--- src/verilog/simd_isa_pkg.sv ---
`default_nettype none

package simd_isa_pkg;

    // Vector register and datapath sizes
    localparam int VLEN      = 128;
    localparam int ELEN      = 64;            // Width of one lane
    localparam int NUM_LANES = VLEN / ELEN;
    localparam int MAX_ELEMS = VLEN / 8;      // One mask bit per byte element
    localparam int XLEN      = 64;

    typedef enum logic [2:0] {
        VADD,
        VSUB,
        VAND,
        VOR,
        VXOR,
        VMUL,     // Low half of the product
        VMERGE,
        VMV_X_S   // Element 0 of vs2 to a scalar register
    } simd_op_e;

    typedef enum logic [1:0] {
        SEW_8,
        SEW_16,
        SEW_32,
        SEW_64
    } sew_e;

    // Where the second operand comes from
    typedef enum logic [1:0] {
        OPVV,
        OPVX,
        OPVI
    } opsrc_e;

endpackage

`default_nettype wire

--- src/verilog/simd_pipe_pkg.sv ---
`default_nettype none

package simd_pipe_pkg;

    import simd_isa_pkg::*;

    // Instruction from the scheduler
    typedef struct packed {
        logic                 valid;
        simd_op_e             op;
        sew_e                 sew;
        opsrc_e               src;
        logic                 use_mask;
        logic [4:0]           vd;
        logic [4:0]           rd;
        logic [XLEN-1:0]      rs1_data;
        logic [4:0]           imm;       // Sign-extended to the element width
        logic [VLEN-1:0]      vs1;
        logic [VLEN-1:0]      vs2;
        logic [VLEN-1:0]      old_vd;
        logic [MAX_ELEMS-1:0] vm;
    } simd_req_t;

    // Issued instruction carrying its unmasked result
    typedef struct packed {
        logic                 valid;
        simd_op_e             op;
        sew_e                 sew;
        logic                 use_mask;
        logic [4:0]           vd;
        logic [4:0]           rd;
        logic [VLEN-1:0]      raw_result;
        logic [VLEN-1:0]      fill;      // Value for masked-off elements
        logic [MAX_ELEMS-1:0] vm;
    } simd_stage_t;

    typedef struct packed {
        logic            valid;
        logic [4:0]      vd;
        logic [VLEN-1:0] vresult;
    } simd_vec_wb_t;

    typedef struct packed {
        logic            valid;
        logic [4:0]      rd;
        logic [XLEN-1:0] result;
    } simd_scalar_wb_t;

endpackage

`default_nettype wire

--- src/verilog/simd_latency_lines.sv ---
`timescale 1ns/1ps
`default_nettype none

module simd_latency_lines
    import simd_pipe_pkg::*;
#(
    parameter int MUL64_LATENCY = 3
) (
    input  logic                                   clk_i,
    input  logic                                   rstn_i,
    input  simd_stage_t                            issued_i,
    input  logic [$clog2(MUL64_LATENCY+1)-1:0]     lat_sel_i,
    output simd_stage_t                            done_o
);

    localparam int LAT_W = $clog2(MUL64_LATENCY + 1);

    simd_stage_t                tail [1:MUL64_LATENCY];   // Last slot of each line
    logic [MUL64_LATENCY:1]     tail_valid;

    // Line k is k slots deep, so an entry leaves it k cycles after issue
    for (genvar k = 1; k <= MUL64_LATENCY; k++) begin : g_line
        simd_stage_t slot_q [0:k-1];

        always_ff @(posedge clk_i or negedge rstn_i) begin
            if (!rstn_i) begin
                for (int j = 0; j < k; j++) begin
                    slot_q[j] <= '0;
                end
            end else begin
                if (issued_i.valid && (lat_sel_i == LAT_W'(k))) begin
                    slot_q[0] <= issued_i;
                end else begin
                    slot_q[0] <= '0;
                end
                for (int j = 1; j < k; j++) begin
                    slot_q[j] <= slot_q[j-1];
                end
            end
        end

        assign tail[k]       = slot_q[k-1];
        assign tail_valid[k] = slot_q[k-1].valid;
    end

    // Lowest-numbered completing line wins
    always_comb begin
        done_o = '0;
        for (int k = MUL64_LATENCY; k >= 1; k--) begin
            if (tail_valid[k]) begin
                done_o = tail[k];
            end
        end
    end

endmodule

`default_nettype wire

--- config.mk ---
export PLATFORM = sky130hd
export DESIGN_NAME = simd_latency_lines
export DESIGN_NICKNAME = d
export VERILOG_FILES = /design/src/verilog/simd_isa_pkg.sv /design/src/verilog/simd_pipe_pkg.sv /design/src/verilog/simd_latency_lines.sv
export SDC_FILE = /design/constraint.sdc
export NUM_CORES = 2
export LEC_CHECK = 0
export BUFFER_PORTS_ARGS = -buffer_cell sky130_fd_sc_hd__buf_4
export CAP_MARGIN = 10
export CORE_ASPECT_RATIO = 1.2
export CORE_MARGIN = 4
export CORE_UTILIZATION = 58
export CTS_BUF_LIST = sky130_fd_sc_hd__clkbuf_8 sky130_fd_sc_hd__clkbuf_16
export DETAILED_ROUTE_END_ITERATION = 7
export PLACE_DENSITY = 0.79
export SYNTH_ARGS = -nofsm -noshare
export SYNTH_HDL_FRONTEND = slang
export SYNTH_SLANG_ARGS = --single-unit
--- constraint.sdc ---
create_clock -name clk_i -period 1.5 [get_ports clk_i]
set_input_delay 0.15 -clock clk_i [delete_from_list [all_inputs] [get_ports clk_i]]
set_output_delay 0.15 -clock clk_i [all_outputs]
set_load 0.1 [all_outputs]
==> results by group <==
Run status
  • Outcome: complete, but fails checks
  • Failing checks: setup timing

GRT
  • Initial antenna violation count: 25
  • Number of global-route vias before repair: 41000
  • Remaining Overflow, GRT: 0
  • Largest net degree at the start of global routing: 86
  • GRT Overall Usage: 0.323
  • First-pass GRT wire length: 253000 µm

Layout
  • Area Growth Syn to Fin: 41.5%
  • Layout cell share with drive strength beyond 1: 0.283
  • Biggest regs: g_line.slot_q (1734)
  • Fill count: 3754
  • Reg with most FFs: g_line.slot_q
  • Multi-input gate area: ~0.016 mm²
  • Finished Layout Cells: 6442
  • Register area: ~0.043 mm²
  • Max reg flops: around 1700
  • Final nets: 5304

Hold path
  • Hold_sp: issued_i[72]
  • Hold path cells: 3
  • Hold EP: g_line[3].slot_q[650]$_DFF_PN0_
  • Worst min path class: in2reg

Placement
  • Port-buffer cells: roughly 580
  • Post-place setup slack: -303 ps
  • Placed Cells incl. Taps: 5794
  • GP Congestion: just over 0.8
  • Dpl hpwl: 84100 µm

Synth
  • Synth Warn #: 0
  • Syn Nets: 4303
  • Netlist Area Pre-Place: between 0.05 and 0.06 mm²
  • Yosys reg bits: 1734
  • Mapped Cells: 4010
  • Mean post-synth cell area: about 14 µm²
  • Netlist cell types: 14
  • Yosys top cell by area: dfrtp_1
  • Area contributors post-synth: dfrtp_1 76%, and2_1 9.5%, a21oi_1 5.0%
  • Register area share after synthesis: 0.759
  • Top cell type's share of synthesized area: 0.759

Drt
  • Drt initial violations: 3568
  • Average wire per standard cell: 30.3 µm
  • Final ANT Viol Nets: 0
  • Vias/cell: 5.90
  • DRC violations left: 0
  • Final wirelength: 195000 µm
  • Pre-Repair DR Iteration Count: 6
  • Vias post-DR: roughly 38000

Timing
  • Hold WS: 164 ps
  • Worst setup margin: -1430 ps
  • Final Hold Fails: 0
  • Slew Limit Fails: 0
  • Tmin final: between 2000 and 3000 ps
  • # setup viols final: ~290
  • Worst-margin pin slew: around 520 ps
  • Max transition margin: 0.656
  • Period utilization: 1.95
  • Fmax: 342 MHz
  • Setup Skew: 35.0 ps
  • RSZ-0062 raised after global routing: true

Die
  • IO Pins: between 500 and 600
  • Die width: 295 µm
  • # rows: 125
  • Starting Density: 0.588
  • Core Region: 0.0973 mm²
  • Die Y: 352 µm
  • Die area: 0.104 mm²

Critical path
  • Crit-path max FO: 12
  • Crit. End Element: primary output
  • Worst-path cell chain: buf_12 > buf_12 > buf_12 > nand3b_1 > a21oi_4 > buf_12
  • Kind of start point of the critical path: register
  • Most frequent CP cell: buf_12
  • Worst setup path category: reg2out
  • Worst path slowest cell: dfrtp_4
  • Reg2reg start: g_line[2].slot_q[387]$_DFF_PN0_
  • RR Endpoint: g_line[2].slot_q[98]$_DFF_PN0_
  • Critical path's largest stage delay: 530 ps
  • Required @ worst endpoint: 1350 ps
  • Arr. time, crit path: 2780 ps
  • R2R setup slack: 930 ps
  • CP top delay family: buffers and inverters
  • R2R cell count: 0
  • WP buf/inv: 4

Clock network
  • CTS Root Cell: clkbuf_16
  • CTS Sinks: 1734
  • Worst-skew pair later-pin latency: between 700 and 800 ps
  • CTS Buffer Depth: 3
  • Clk slew on worst S/H paths: 70 ps
  • CTS tree: built
  • Num CTS Buffers: ~160
  • Htree depth: 4

Power and ir drop
  • Leakage: 38.3 nW
  • PD cells: around 1300 mW/mm²
  • Peak VDD IR: 1.43 mV

Flow run
  • Maxcap violations: 0
-- layout make-up --
cell class	count	area share
clock inverters	96	0.0140
well taps	1270	0.0196
multi-input cells	2020	0.197
flip-flops and latches	1734	0.537
clock buffers	189	0.0543
diodes	34	0.00105
repair buffers	1099	0.177
-- synth_stat cells (all sizes together) --
library cell  instances
dfrtp              1734
and2                864
a21oi               576
nand3b              288
nor2b               288
buf                 154
clkbuf              102
and3b                 2
and3                  1
or3                   1
-- worst max path at each step --
stage                                               start           to  slack, ps  cells past startpoint
after floorplan           g_line[2].slot_q[288]$_DFF_PN0_   done_o[36]       -480                      5
after global placement    g_line[1].slot_q[288]$_DFF_PN0_   done_o[54]       -250                      6
after detailed placement  g_line[1].slot_q[288]$_DFF_PN0_   done_o[54]       -300                      6
after CTS                 g_line[1].slot_q[288]$_DFF_PN0_  done_o[221]      -1010                      5
after global routing      g_line[2].slot_q[288]$_DFF_PN0_  done_o[249]      -1430                      6
final                     g_line[2].slot_q[288]$_DFF_PN0_  done_o[251]      -1430                      6
-- cell families after synthesis --
family | after synthesis | share of synthesized area
buffers and inverters | 256 | 0.0264
AOI/OAI and AO/OA | 576 | 0.0504
and+or+nand+nor | 1444 | 0.164
DFF | 1734 | 0.759
-- cells in the final DEF (no fill, tap or decap), drive strengths merged --
cell type       n
buf           792
nand3b        288
dfrtp        1734
and3            1
clkbuf        204
inv            37
diode          34
nor2b         288
or3             1
clkinvlp        3
clkinv         37
and2          864
dlygate4sd3   292
a21oi         576
bufinv         19
and3b           2
-- what timing repair did --
action	CTS	global route
setup endpoints to repair	289	289
gates cloned	1	17
resized for setup	539	432
hold buffers	293	0
pin swaps	30	27
hold endpoints to repair	2600	0
setup buffers	5	13
-- layer usage --
metal  vias up  global-route usage  part of all wire
met3       813              0.0706             0.083
met5         -                   0           0.00021
met4         6               0.175             0.075
met2      2326               0.559              0.51
met1     19900               0.378              0.33
li1      14900                   -                 -
-- stage by stage --
stage               instance area, µm²  power [mW]  setup TNS, ps   util
finish                           80900         103        -271000  0.831
global route                     80900         106        -290190  0.831
floorplan                        60700        54.3         -50250      -
global placement                 67700        57.6         -52780  0.696
CTS                              78400         101        -275910  0.806
detailed placement               67700        57.9         -56870  0.696
-- where the power goes --
part / internal [mW] / switching (mW) / leakage [nW]
logic: 4.23 / 7.15 / 11.6
registers: 47.9 / 0.539 / 23.8
clock network: 24.4 / 19.0 / 2.84
total: 76.5 / 26.7 / 38.3
Power figures use the tool's default switching activity.
