## config.mk

```make
export PLATFORM = sky130hd
export DESIGN_NAME = simd_writeback
export DESIGN_NICKNAME = d
export VERILOG_FILES = /design/src/verilog/simd_isa_pkg.sv /design/src/verilog/simd_pipe_pkg.sv /design/src/verilog/simd_writeback.sv
export SDC_FILE = /design/constraint.sdc
export NUM_CORES = 1
export LEC_CHECK = 0
export BUFFER_PORTS_ARGS = -buffer_cell sky130_fd_sc_hd__buf_2
export CORE_AREA = 2 2 190 192
export DETAILED_ROUTE_END_ITERATION = 7
export DIE_AREA = 0 0 192 194
export SYNTH_ARGS = -nofsm -noshare
export SYNTH_HDL_FRONTEND = slang
export SYNTH_SLANG_ARGS = --single-unit
export TNS_END_PERCENT = 100
```

## constraint.sdc

```tcl
create_clock -name vclk -period 7.55
set_input_delay 1.8875 -clock vclk [all_inputs]
set_output_delay 1.8875 -clock vclk [all_outputs]
set_load 0.05 [all_outputs]
```

## src/verilog/simd_isa_pkg.sv

```systemverilog
`default_nettype none

package simd_isa_pkg;

    // Vector register and datapath sizes
    localparam int VLEN      = 128;
    localparam int ELEN      = 64;            // Width of one lane
    localparam int NUM_LANES = VLEN / ELEN;
    localparam int MAX_ELEMS = VLEN / 8;      // One mask bit per byte element
    localparam int XLEN      = 64;

    typedef enum logic [2:0] {
        VADD,
        VSUB,
        VAND,
        VOR,
        VXOR,
        VMUL,     // Low half of the product
        VMERGE,
        VMV_X_S   // Element 0 of vs2 to a scalar register
    } simd_op_e;

    typedef enum logic [1:0] {
        SEW_8,
        SEW_16,
        SEW_32,
        SEW_64
    } sew_e;

    // Where the second operand comes from
    typedef enum logic [1:0] {
        OPVV,
        OPVX,
        OPVI
    } opsrc_e;

endpackage

`default_nettype wire

```

## src/verilog/simd_pipe_pkg.sv

```systemverilog
`default_nettype none

package simd_pipe_pkg;

    import simd_isa_pkg::*;

    // Instruction from the scheduler
    typedef struct packed {
        logic                 valid;
        simd_op_e             op;
        sew_e                 sew;
        opsrc_e               src;
        logic                 use_mask;
        logic [4:0]           vd;
        logic [4:0]           rd;
        logic [XLEN-1:0]      rs1_data;
        logic [4:0]           imm;       // Sign-extended to the element width
        logic [VLEN-1:0]      vs1;
        logic [VLEN-1:0]      vs2;
        logic [VLEN-1:0]      old_vd;
        logic [MAX_ELEMS-1:0] vm;
    } simd_req_t;

    // Issued instruction carrying its unmasked result
    typedef struct packed {
        logic                 valid;
        simd_op_e             op;
        sew_e                 sew;
        logic                 use_mask;
        logic [4:0]           vd;
        logic [4:0]           rd;
        logic [VLEN-1:0]      raw_result;
        logic [VLEN-1:0]      fill;      // Value for masked-off elements
        logic [MAX_ELEMS-1:0] vm;
    } simd_stage_t;

    typedef struct packed {
        logic            valid;
        logic [4:0]      vd;
        logic [VLEN-1:0] vresult;
    } simd_vec_wb_t;

    typedef struct packed {
        logic            valid;
        logic [4:0]      rd;
        logic [XLEN-1:0] result;
    } simd_scalar_wb_t;

endpackage

`default_nettype wire

```

## src/verilog/simd_writeback.sv

```systemverilog
`timescale 1ns/1ps
`default_nettype none

module simd_writeback
    import simd_isa_pkg::*;
    import simd_pipe_pkg::*;
(
    input  simd_stage_t        done_i,
    output simd_vec_wb_t       vec_wb_o,
    output simd_scalar_wb_t    scalar_wb_o
);

    logic [VLEN-1:0] bit_en;      // Per-bit copy of the element mask
    logic [VLEN-1:0] merged;
    logic [XLEN-1:0] scalar_res;
    logic            is_mv;

    // Element i owns mask bit i at every SEW
    always_comb begin
        bit_en = '1;
        if (done_i.use_mask) begin
            for (int i = 0; i < VLEN; i++) begin
                case (done_i.sew)
                    SEW_8:  bit_en[i] = done_i.vm[i/8];
                    SEW_16: bit_en[i] = done_i.vm[i/16];
                    SEW_32: bit_en[i] = done_i.vm[i/32];
                    SEW_64: bit_en[i] = done_i.vm[i/64];
                endcase
            end
        end
    end

    assign merged = (done_i.raw_result & bit_en) | (done_i.fill & ~bit_en);

    always_comb begin
        scalar_res = '0;
        case (done_i.sew)
            SEW_8:  scalar_res = {{(XLEN-8){done_i.raw_result[7]}}, done_i.raw_result[7:0]};
            SEW_16: scalar_res = {{(XLEN-16){done_i.raw_result[15]}}, done_i.raw_result[15:0]};
            SEW_32: scalar_res = {{(XLEN-32){done_i.raw_result[31]}}, done_i.raw_result[31:0]};
            SEW_64: scalar_res = done_i.raw_result[XLEN-1:0];
        endcase
    end

    assign is_mv = (done_i.op == VMV_X_S);

    assign vec_wb_o.valid   = done_i.valid & ~is_mv;
    assign vec_wb_o.vd      = done_i.vd;
    assign vec_wb_o.vresult = merged;

    assign scalar_wb_o.valid  = done_i.valid & is_mv;
    assign scalar_wb_o.rd     = done_i.rd;
    assign scalar_wb_o.result = scalar_res;

endmodule

`default_nettype wire

```

==> results.cfg, run 1 <==
[floorplanning]
core_area_um2 = 35200
start_util = 0.0889
die-height_um = 194
die_w_um = 192
die_area_um2 = 37200
ios = 493
rows = 69

[sta]
finalHoldViolations = 0
slew_violations = 0
slew_headroom = 0.199
min_period_ns = 6.09
rsz0062_at_grt = no
setup_ws_ns = 1.46
fmax_mhz = 164
fin_setup_tns_ns = 0
worst_slew_pin_slew_ns = 1.20
period_share = 0.807
setup_viol = 0

[setup_path]
crit_fanout = 32
cp.required_ns = 5.66
cp_top_family = buffers and inverters
cp-end-kind = output pin
worst_path_max_delay_cell = and2_1
worstSetupStartpointType = primary input
arrival_ns = 4.20
cp_num_buf_inv = 3
path_common_cell = buf_2
worstPathCellList = buf_2, buf_4, and2_1, a21o_1, buf_2
crit_type = in2out
cp_slowest_stage_delay_ns = 0.94

[place]
dpl_worst_slack_ns = 1.45
port_buffers = 473
hpwlAfterDp_um = 17000
gp_congestion = 0.937

[synth]
ys_types = 28
syn_inst = 340
ys_seq_area_frac = 0
syn_nets = 629
synth_area_um2 = 3130
synth_warnings = 0
post_synth.cell_area_avg_um2 = 9.21

[global_routing]
grt_pass1_vias = 4397
grtUsageTotal = 0.0910
antenna_found_initial = 3
grt.overflow.total = 0
grt_pass1_wl_um = 26000
grt_max_degree = 37

[cells_and_area]
area_delta_synth_final_pct = 86.2
final_cell_mix = buf_2, mux2_2, a21o_1
ff_latch_area_um2 = 0
seq_cell_count = 0
clock_buffers = 0
final_common_cell = buf_2
drive_gt1_frac = 0.795
finalNetCount = 1061
fillers = 4060

[route]
post_drt_wl_per_cell_um = 15.6
vias = 4458
first_pass_iters = 4
drt-initial-drc-count = 135
via_per_inst = 3.61
ant_nets = 0
post-route-drc-count = 0
wirelength_um = 19200

[pwr]
cellLeakagePower_nw = 3.18
p_per_area_nw_per_um2 = 126
vdd_drop_max_uv = 67.8

[hold_path]
hp-class = in2out

[run]
drv_cap = 0

[clock_network]
post_cts_resized = 0
hold_buffers = 0
postCtsSetupBuffers = 0

[run_status]
status = finished, final reports clean
metal layers:
layer | share of wire | global-route usage
met1 | 0.40 | 0.111
met2 | 0.51 | 0.171
met3 | 0.076 | 0.0121
met4 | 0.015 | 0.0124
met5 | 0 | 0
path summary, 6_finish.rpt:
check                 cells past startpoint              end         from  slack [ns]
worst max-delay path                      5  scalar_wb_o[35]  done_i[284]        1.46
worst min-delay path                      0    vec_wb_o[132]  done_i[281]        3.78
synthesized netlist by cell type (all sizes together):
cell type	count	area share
nand2b	27	0.054
o21ai	10	0.016
mux2	112	0.44
and2	3	0.0068
nand3b	1	0.0024
nand2	28	0.036
nor2b	4	0.0088
mux2i	6	0.024
nor2	3	0.0036
o211ai	32	0.077
a21o	49	0.12
buf	30	0.074
nand3	1	0.0016
inv	2	0.0024
o21a	2	0.0048
clkbuf	17	0.020
a32oi	12	0.11
o311ai	1	0.0052
cell families after synthesis:
logic type | synth area share
AO/OA/AOI/OAI | 0.326
AND/OR/NAND/NOR | 0.113
buffers and inverters | 0.0963
multiplexers | 0.465
cell type report:
class              count  area, um^2  area share
multi-input cells    291        2840       0.487
repair buffers       477        2400       0.411
well taps            461         577      0.0989
diodes                 4        10.0     0.00172
inverters              2        7.51     0.00129
report_power, final:
part	leakage [nW]	internal, mW	switching, mW
combinational	3.18	0.219	0.513
sequential	0	0	0
clock	0.0000254	0.0000000709	0
stage by stage:
stage	area, um^2	instances	hold WS, ns	total power, mW	util
final	5830	1235	3.78	0.733	0.166
after global routing	5830	1233	3.78	0.765	0.165
after CTS	5820	1231	3.78	0.738	0.165
after detailed placement	5820	1231	3.78	0.735	0.165
after global placement	5820	1231	3.78	0.732	0.165
after floorplan	3130	340	3.94	0.549	-
Note: power is estimated with default switching activity, not from simulation.
==> inputs of run 2 (changes only) <==
- ABC_AREA: not set -> 1
- CORE_AREA: 2 2 190 192 -> 2 2 189 191
- DIE_AREA: 0 0 192 194 -> 0 0 191 193
- clock period: 7.55 -> 6.3 ns (I/O delays scaled with it)
==> run 2 against run 1 <==
First-iteration DRC count grew 21%. Count of clock-buffer cells in the layout is the same. Combinational power grew 21%. Global-route usage grew 0.19 points. Power grew 21%. Non-clock buffer count grew 2. Synthesized cell count grew 78%. Cell area shrank 3.8%.
==> results.cfg, run 2 <==
[synth]
synth_area_um2 = 2890
syn_nets = 894
yosysMostFrequentCell = nand2_1
post_synth.cell_area_avg_um2 = 4.78
ys_seq_area_frac = 0
synth_top_cell_area_share = 0.416
yosysTopAreaCell = nand2_1
yosys-top-cells-count = nand2_1, nand3_1, inv_1
synth_warnings = 0
syn_inst = 605
netlist_top_cells_area = nand2_1, nand3_1, buf_4
ys_types = 20

[route]
post-route-drc-count = 0
post_drt_wl_per_cell_um = 13.3
ant_nets = 0
first_pass_iters = 5
vias = 5629
drt-initial-drc-count = 163
via_per_inst = 3.73
wirelength_um = 20100

[cells_and_area]
ff_latch_area_um2 = 0
finalNetCount = 1332
seq_cell_count = 0
clock_buffers = 0
final_cell_mix = buf_2, nand2_1, nand3_1
drive_gt1_frac = 0.504
area_delta_synth_final_pct = 94.2
final_common_cell = buf_2
utilization = 0.160
final_area_um2 = 5610
fillers = 4080

[floorplanning]
die_w_um = 191
start_util = 0.0826
die_area_um2 = 36900
core_area_um2 = 35000
ios = 493
rows = 69
die-height_um = 193

[setup_path]
cp_num_buf_inv = 4
cp-end-kind = output pin
worstPathCellList = buf_2, nor2_4, buf_4, a21oi_2, buf_4, nand2_1, nand2_1, nand2_1, buf_2
worst_path_max_delay_cell = buf_2
cp_slowest_stage_delay_ns = 0.43
arrival_ns = 3.50
cp_top_family = buffers and inverters
cp.required_ns = 4.72
path_common_cell = nand2_1
crit_fanout = 26
crit_type = in2out
worstSetupStartpointType = primary input

[place]
port_buffers = 473
gp_congestion = 0.968
dpl_cell_area_um2 = 5600
hpwlAfterDp_um = 17400

[clock_network]
post_cts_resized = 0
hold_buffers = 0
postCtsSetupBuffers = 0

[sta]
worst_slew_pin_slew_ns = 0.621
rsz0062_at_grt = no
min_period_ns = 5.08
fmax_mhz = 197
fin_setup_tns_ns = 0
slew_headroom = 0.586
hold_slack_ns = 3.15
setup_viol = 0
period_share = 0.806
finalHoldViolations = 0
slew_violations = 0

[global_routing]
grt.overflow.total = 0
grt_max_degree = 33
grtUsageTotal = 0.0929
grt_pass1_wl_um = 26200
grt_pass1_vias = 4773
antenna_found_initial = 6

[pwr]
p_per_area_nw_per_um2 = 158
cellLeakagePower_nw = 3.62
vdd_drop_max_uv = 68.1

[hold_path]
min-delay-start = done_i[280]
min_path_cells = 0
holdPathEnd = vec_wb_o[131]
hp-class = in2out

[run_status]
status = finished, final reports clean

[run]
drv_cap = 0
## run 2: how the worst max path moves through the flow
stage / startpoint / endpoint / slack (ns) / depth (start not counted)
2_1_floorplan: done_i[284] / vec_wb_o[24] / 1.28 / 8
6_report: done_i[284] / vec_wb_o[36] / 1.22 / 9
3_3_place_gp: done_i[284] / vec_wb_o[113] / 1.17 / 9
3_5_place_dp: done_i[284] / vec_wb_o[113] / 1.12 / 9
5_1_grt: done_i[284] / scalar_wb_o[19] / 0.95 / 7
4_1_cts: done_i[284] / vec_wb_o[113] / 1.12 / 9
## run 2: cell type report
cell class         count  area [um^2]  share of cell area
well taps            461          577               0.103
diodes                 6         15.0             0.00268
inverters             32          120              0.0214
multi-input cells    530         2490               0.443
repair buffers       479         2410               0.430
## run 2: power breakdown
| part | switching (mW) | leakage, nW | internal (mW) |
|---|---|---|---|
| Combinational | 0.675 | 3.62 | 0.210 |
| Clock | 0 | 0.0000380 | 0.000000127 |
| Sequential | 0 | 0 | 0 |
## run 2: per-stage QoR
stage | power, mW | setup WS, ns | instances
3_5_place_dp | 0.888 | 1.12 | 1502
6_report | 0.884 | 1.22 | 1508
2_1_floorplan | 0.644 | 1.28 | 605
4_1_cts | 0.890 | 1.12 | 1502
5_1_grt | 0.937 | 0.951 | 1506
3_3_place_gp | 0.884 | 1.17 | 1502
## run 2: kinds of logic (layout without fill, tap and decap cells)
| family | Yosys count | after routing | share of synthesized area |
|---|---|---|---|
| AND/OR/NAND/NOR | 492 | 492 | 0.735 |
| buffers and inverters | 75 | 511 | 0.139 |
| AO/OA/AOI/OAI | 30 | 30 | 0.0948 |
| multiplexers | 8 | 8 | 0.0312 |
| other | 0 | 6 | 0 |
## run 2: routing by layer
metal / track usage / share of wire / vias up / wire length [um]
met3: 0.00977 / 0.076 / 22 / 1530
li1: - / - / 2811 / -
met4: 0.0239 / 0.022 / 0 / 444
met5: 0 / 0 / - / 0
met2: 0.183 / 0.51 / 337 / 10200
met1: 0.105 / 0.39 / 2459 / 7850
==> inputs of run 3 (changes only) <==
- clock period: 6.3 -> 4.7 ns (I/O delays scaled with it)
==> run 3 against run 2 <==
Combinational power up 35%. Cell count fell by 0.20%. Highest routed layer unchanged. Worst setup slack worse by 0.75 ns. Largest power group unchanged. Core utilization hardly changed. Wire length up 0.37%. Sequential cell count is the same. Critical path depth decreased by 3. Via count grew 0.27%.
==> results.cfg, run 3 (same netlist as run 2, synthesis figures left out) <==
[run_status]
status = finished, final reports clean

[pwr]
p_per_area_nw_per_um2 = 211
cellLeakagePower_nw = 3.62
vdd_drop_max_uv = 73.9

[route]
top_layer = met4
route.layer.met1.wl_um = 7720
post-route-drc-count = 0
vias = 5644
wl_met2_um = 10000
via_per_inst = 3.75
post_drt_wl_per_cell_um = 13.4
drt-initial-drc-count = 203
ant_nets = 0
first_pass_iters = 4
wirelength_um = 20100
routed-wl-met3_um = 1650

[cells_and_area]
ff_latch_area_um2 = 0
seq_cell_count = 0
area_delta_synth_final_pct = 94.5
drive_gt1_frac = 0.504
finalNetCount = 1332
final_common_cell = buf_2
final_cell_mix = buf_2, nand2_1, nand3_1
utilization = 0.161
clock_buffers = 0

[place]
dpl_worst_slack_ns = 0.440
port_buffers = 473
gp_congestion = 0.914
hpwlAfterDp_um = 17500

[clock_network]
postCtsSetupBuffers = 0
post_cts_resized = 0
hold_buffers = 0

[sta]
slew_violations = 0
min_period_ns = 4.22
finalHoldViolations = 0
fin_setup_tns_ns = 0
rsz0062_at_grt = no
period_share = 0.899
worst_slew_pin_slew_ns = 0.616
setup_viol = 0
setup_ws_ns = 0.476
fmax_mhz = 237
slew_headroom = 0.589

[setup_path]
crit_type = in2out
worstSetupStartpointType = primary input
arrival_ns = 3.05
crit_fanout = 16
cp-end-kind = output pin
cp.required_ns = 3.52

[run]
drv_cap = 0

[floorplanning]
start_util = 0.0826
die-height_um = 193
ios = 493
die_area_um2 = 36900
rows = 69
die_w_um = 191
core_area_um2 = 35000

[global_routing]
grtUsageTotal = 0.0929
antenna_found_initial = 4
grt.overflow.total = 0
grt_max_degree = 41
grt_pass1_wl_um = 26300
grt_pass1_vias = 4930

[hold_path]
hp-class = in2out
[run 3: per-stage QoR]
step                      hold WS [ns]  area [um^2]  power [mW]  cells
after CTS                         2.35         5610        1.19   1502
final                             2.35         5620        1.19   1505
after global placement            2.35         5610        1.19   1502
after floorplan                   2.52         2890       0.864    605
after global routing              2.35         5620        1.26   1505
after detailed placement          2.35         5610        1.19   1502
[run 3: critical path, cell delays in order]
cell and delay (ns):
buf_2 0.20, inv_1 0.28, a21oi_1 0.30, nand3_2 0.31
o21ai_0 0.43, buf_2 0.34
[run 3: final timing paths]
check | start | end | slack, ns | cells after the start
worst min-delay path | done_i[280] | vec_wb_o[131] | 2.35 | 0
worst max-delay path | done_i[282] | vec_wb_o[31] | 0.48 | 6
[run 3: power by group]
group          switching [mW]  internal [mW]
Sequential                  0              0
Combinational           0.904          0.284
Clock                       0   0.0000000856
Total                   0.904          0.284
[run 3: layout make-up]
cell class,count,area (um^2)
inverters,32,120
well taps,461,577
fillers,4070,29300
multi-input cells,530,2490
repair buffers,479,2430
diodes,3,7.51
[run 3: metal layers]
metal  vias to the layer above  track usage
met4                         0       0.0382
met3                        32       0.0105
li1                       2806            -
met2                       339        0.176
met5                         -            0
met1                      2467        0.106
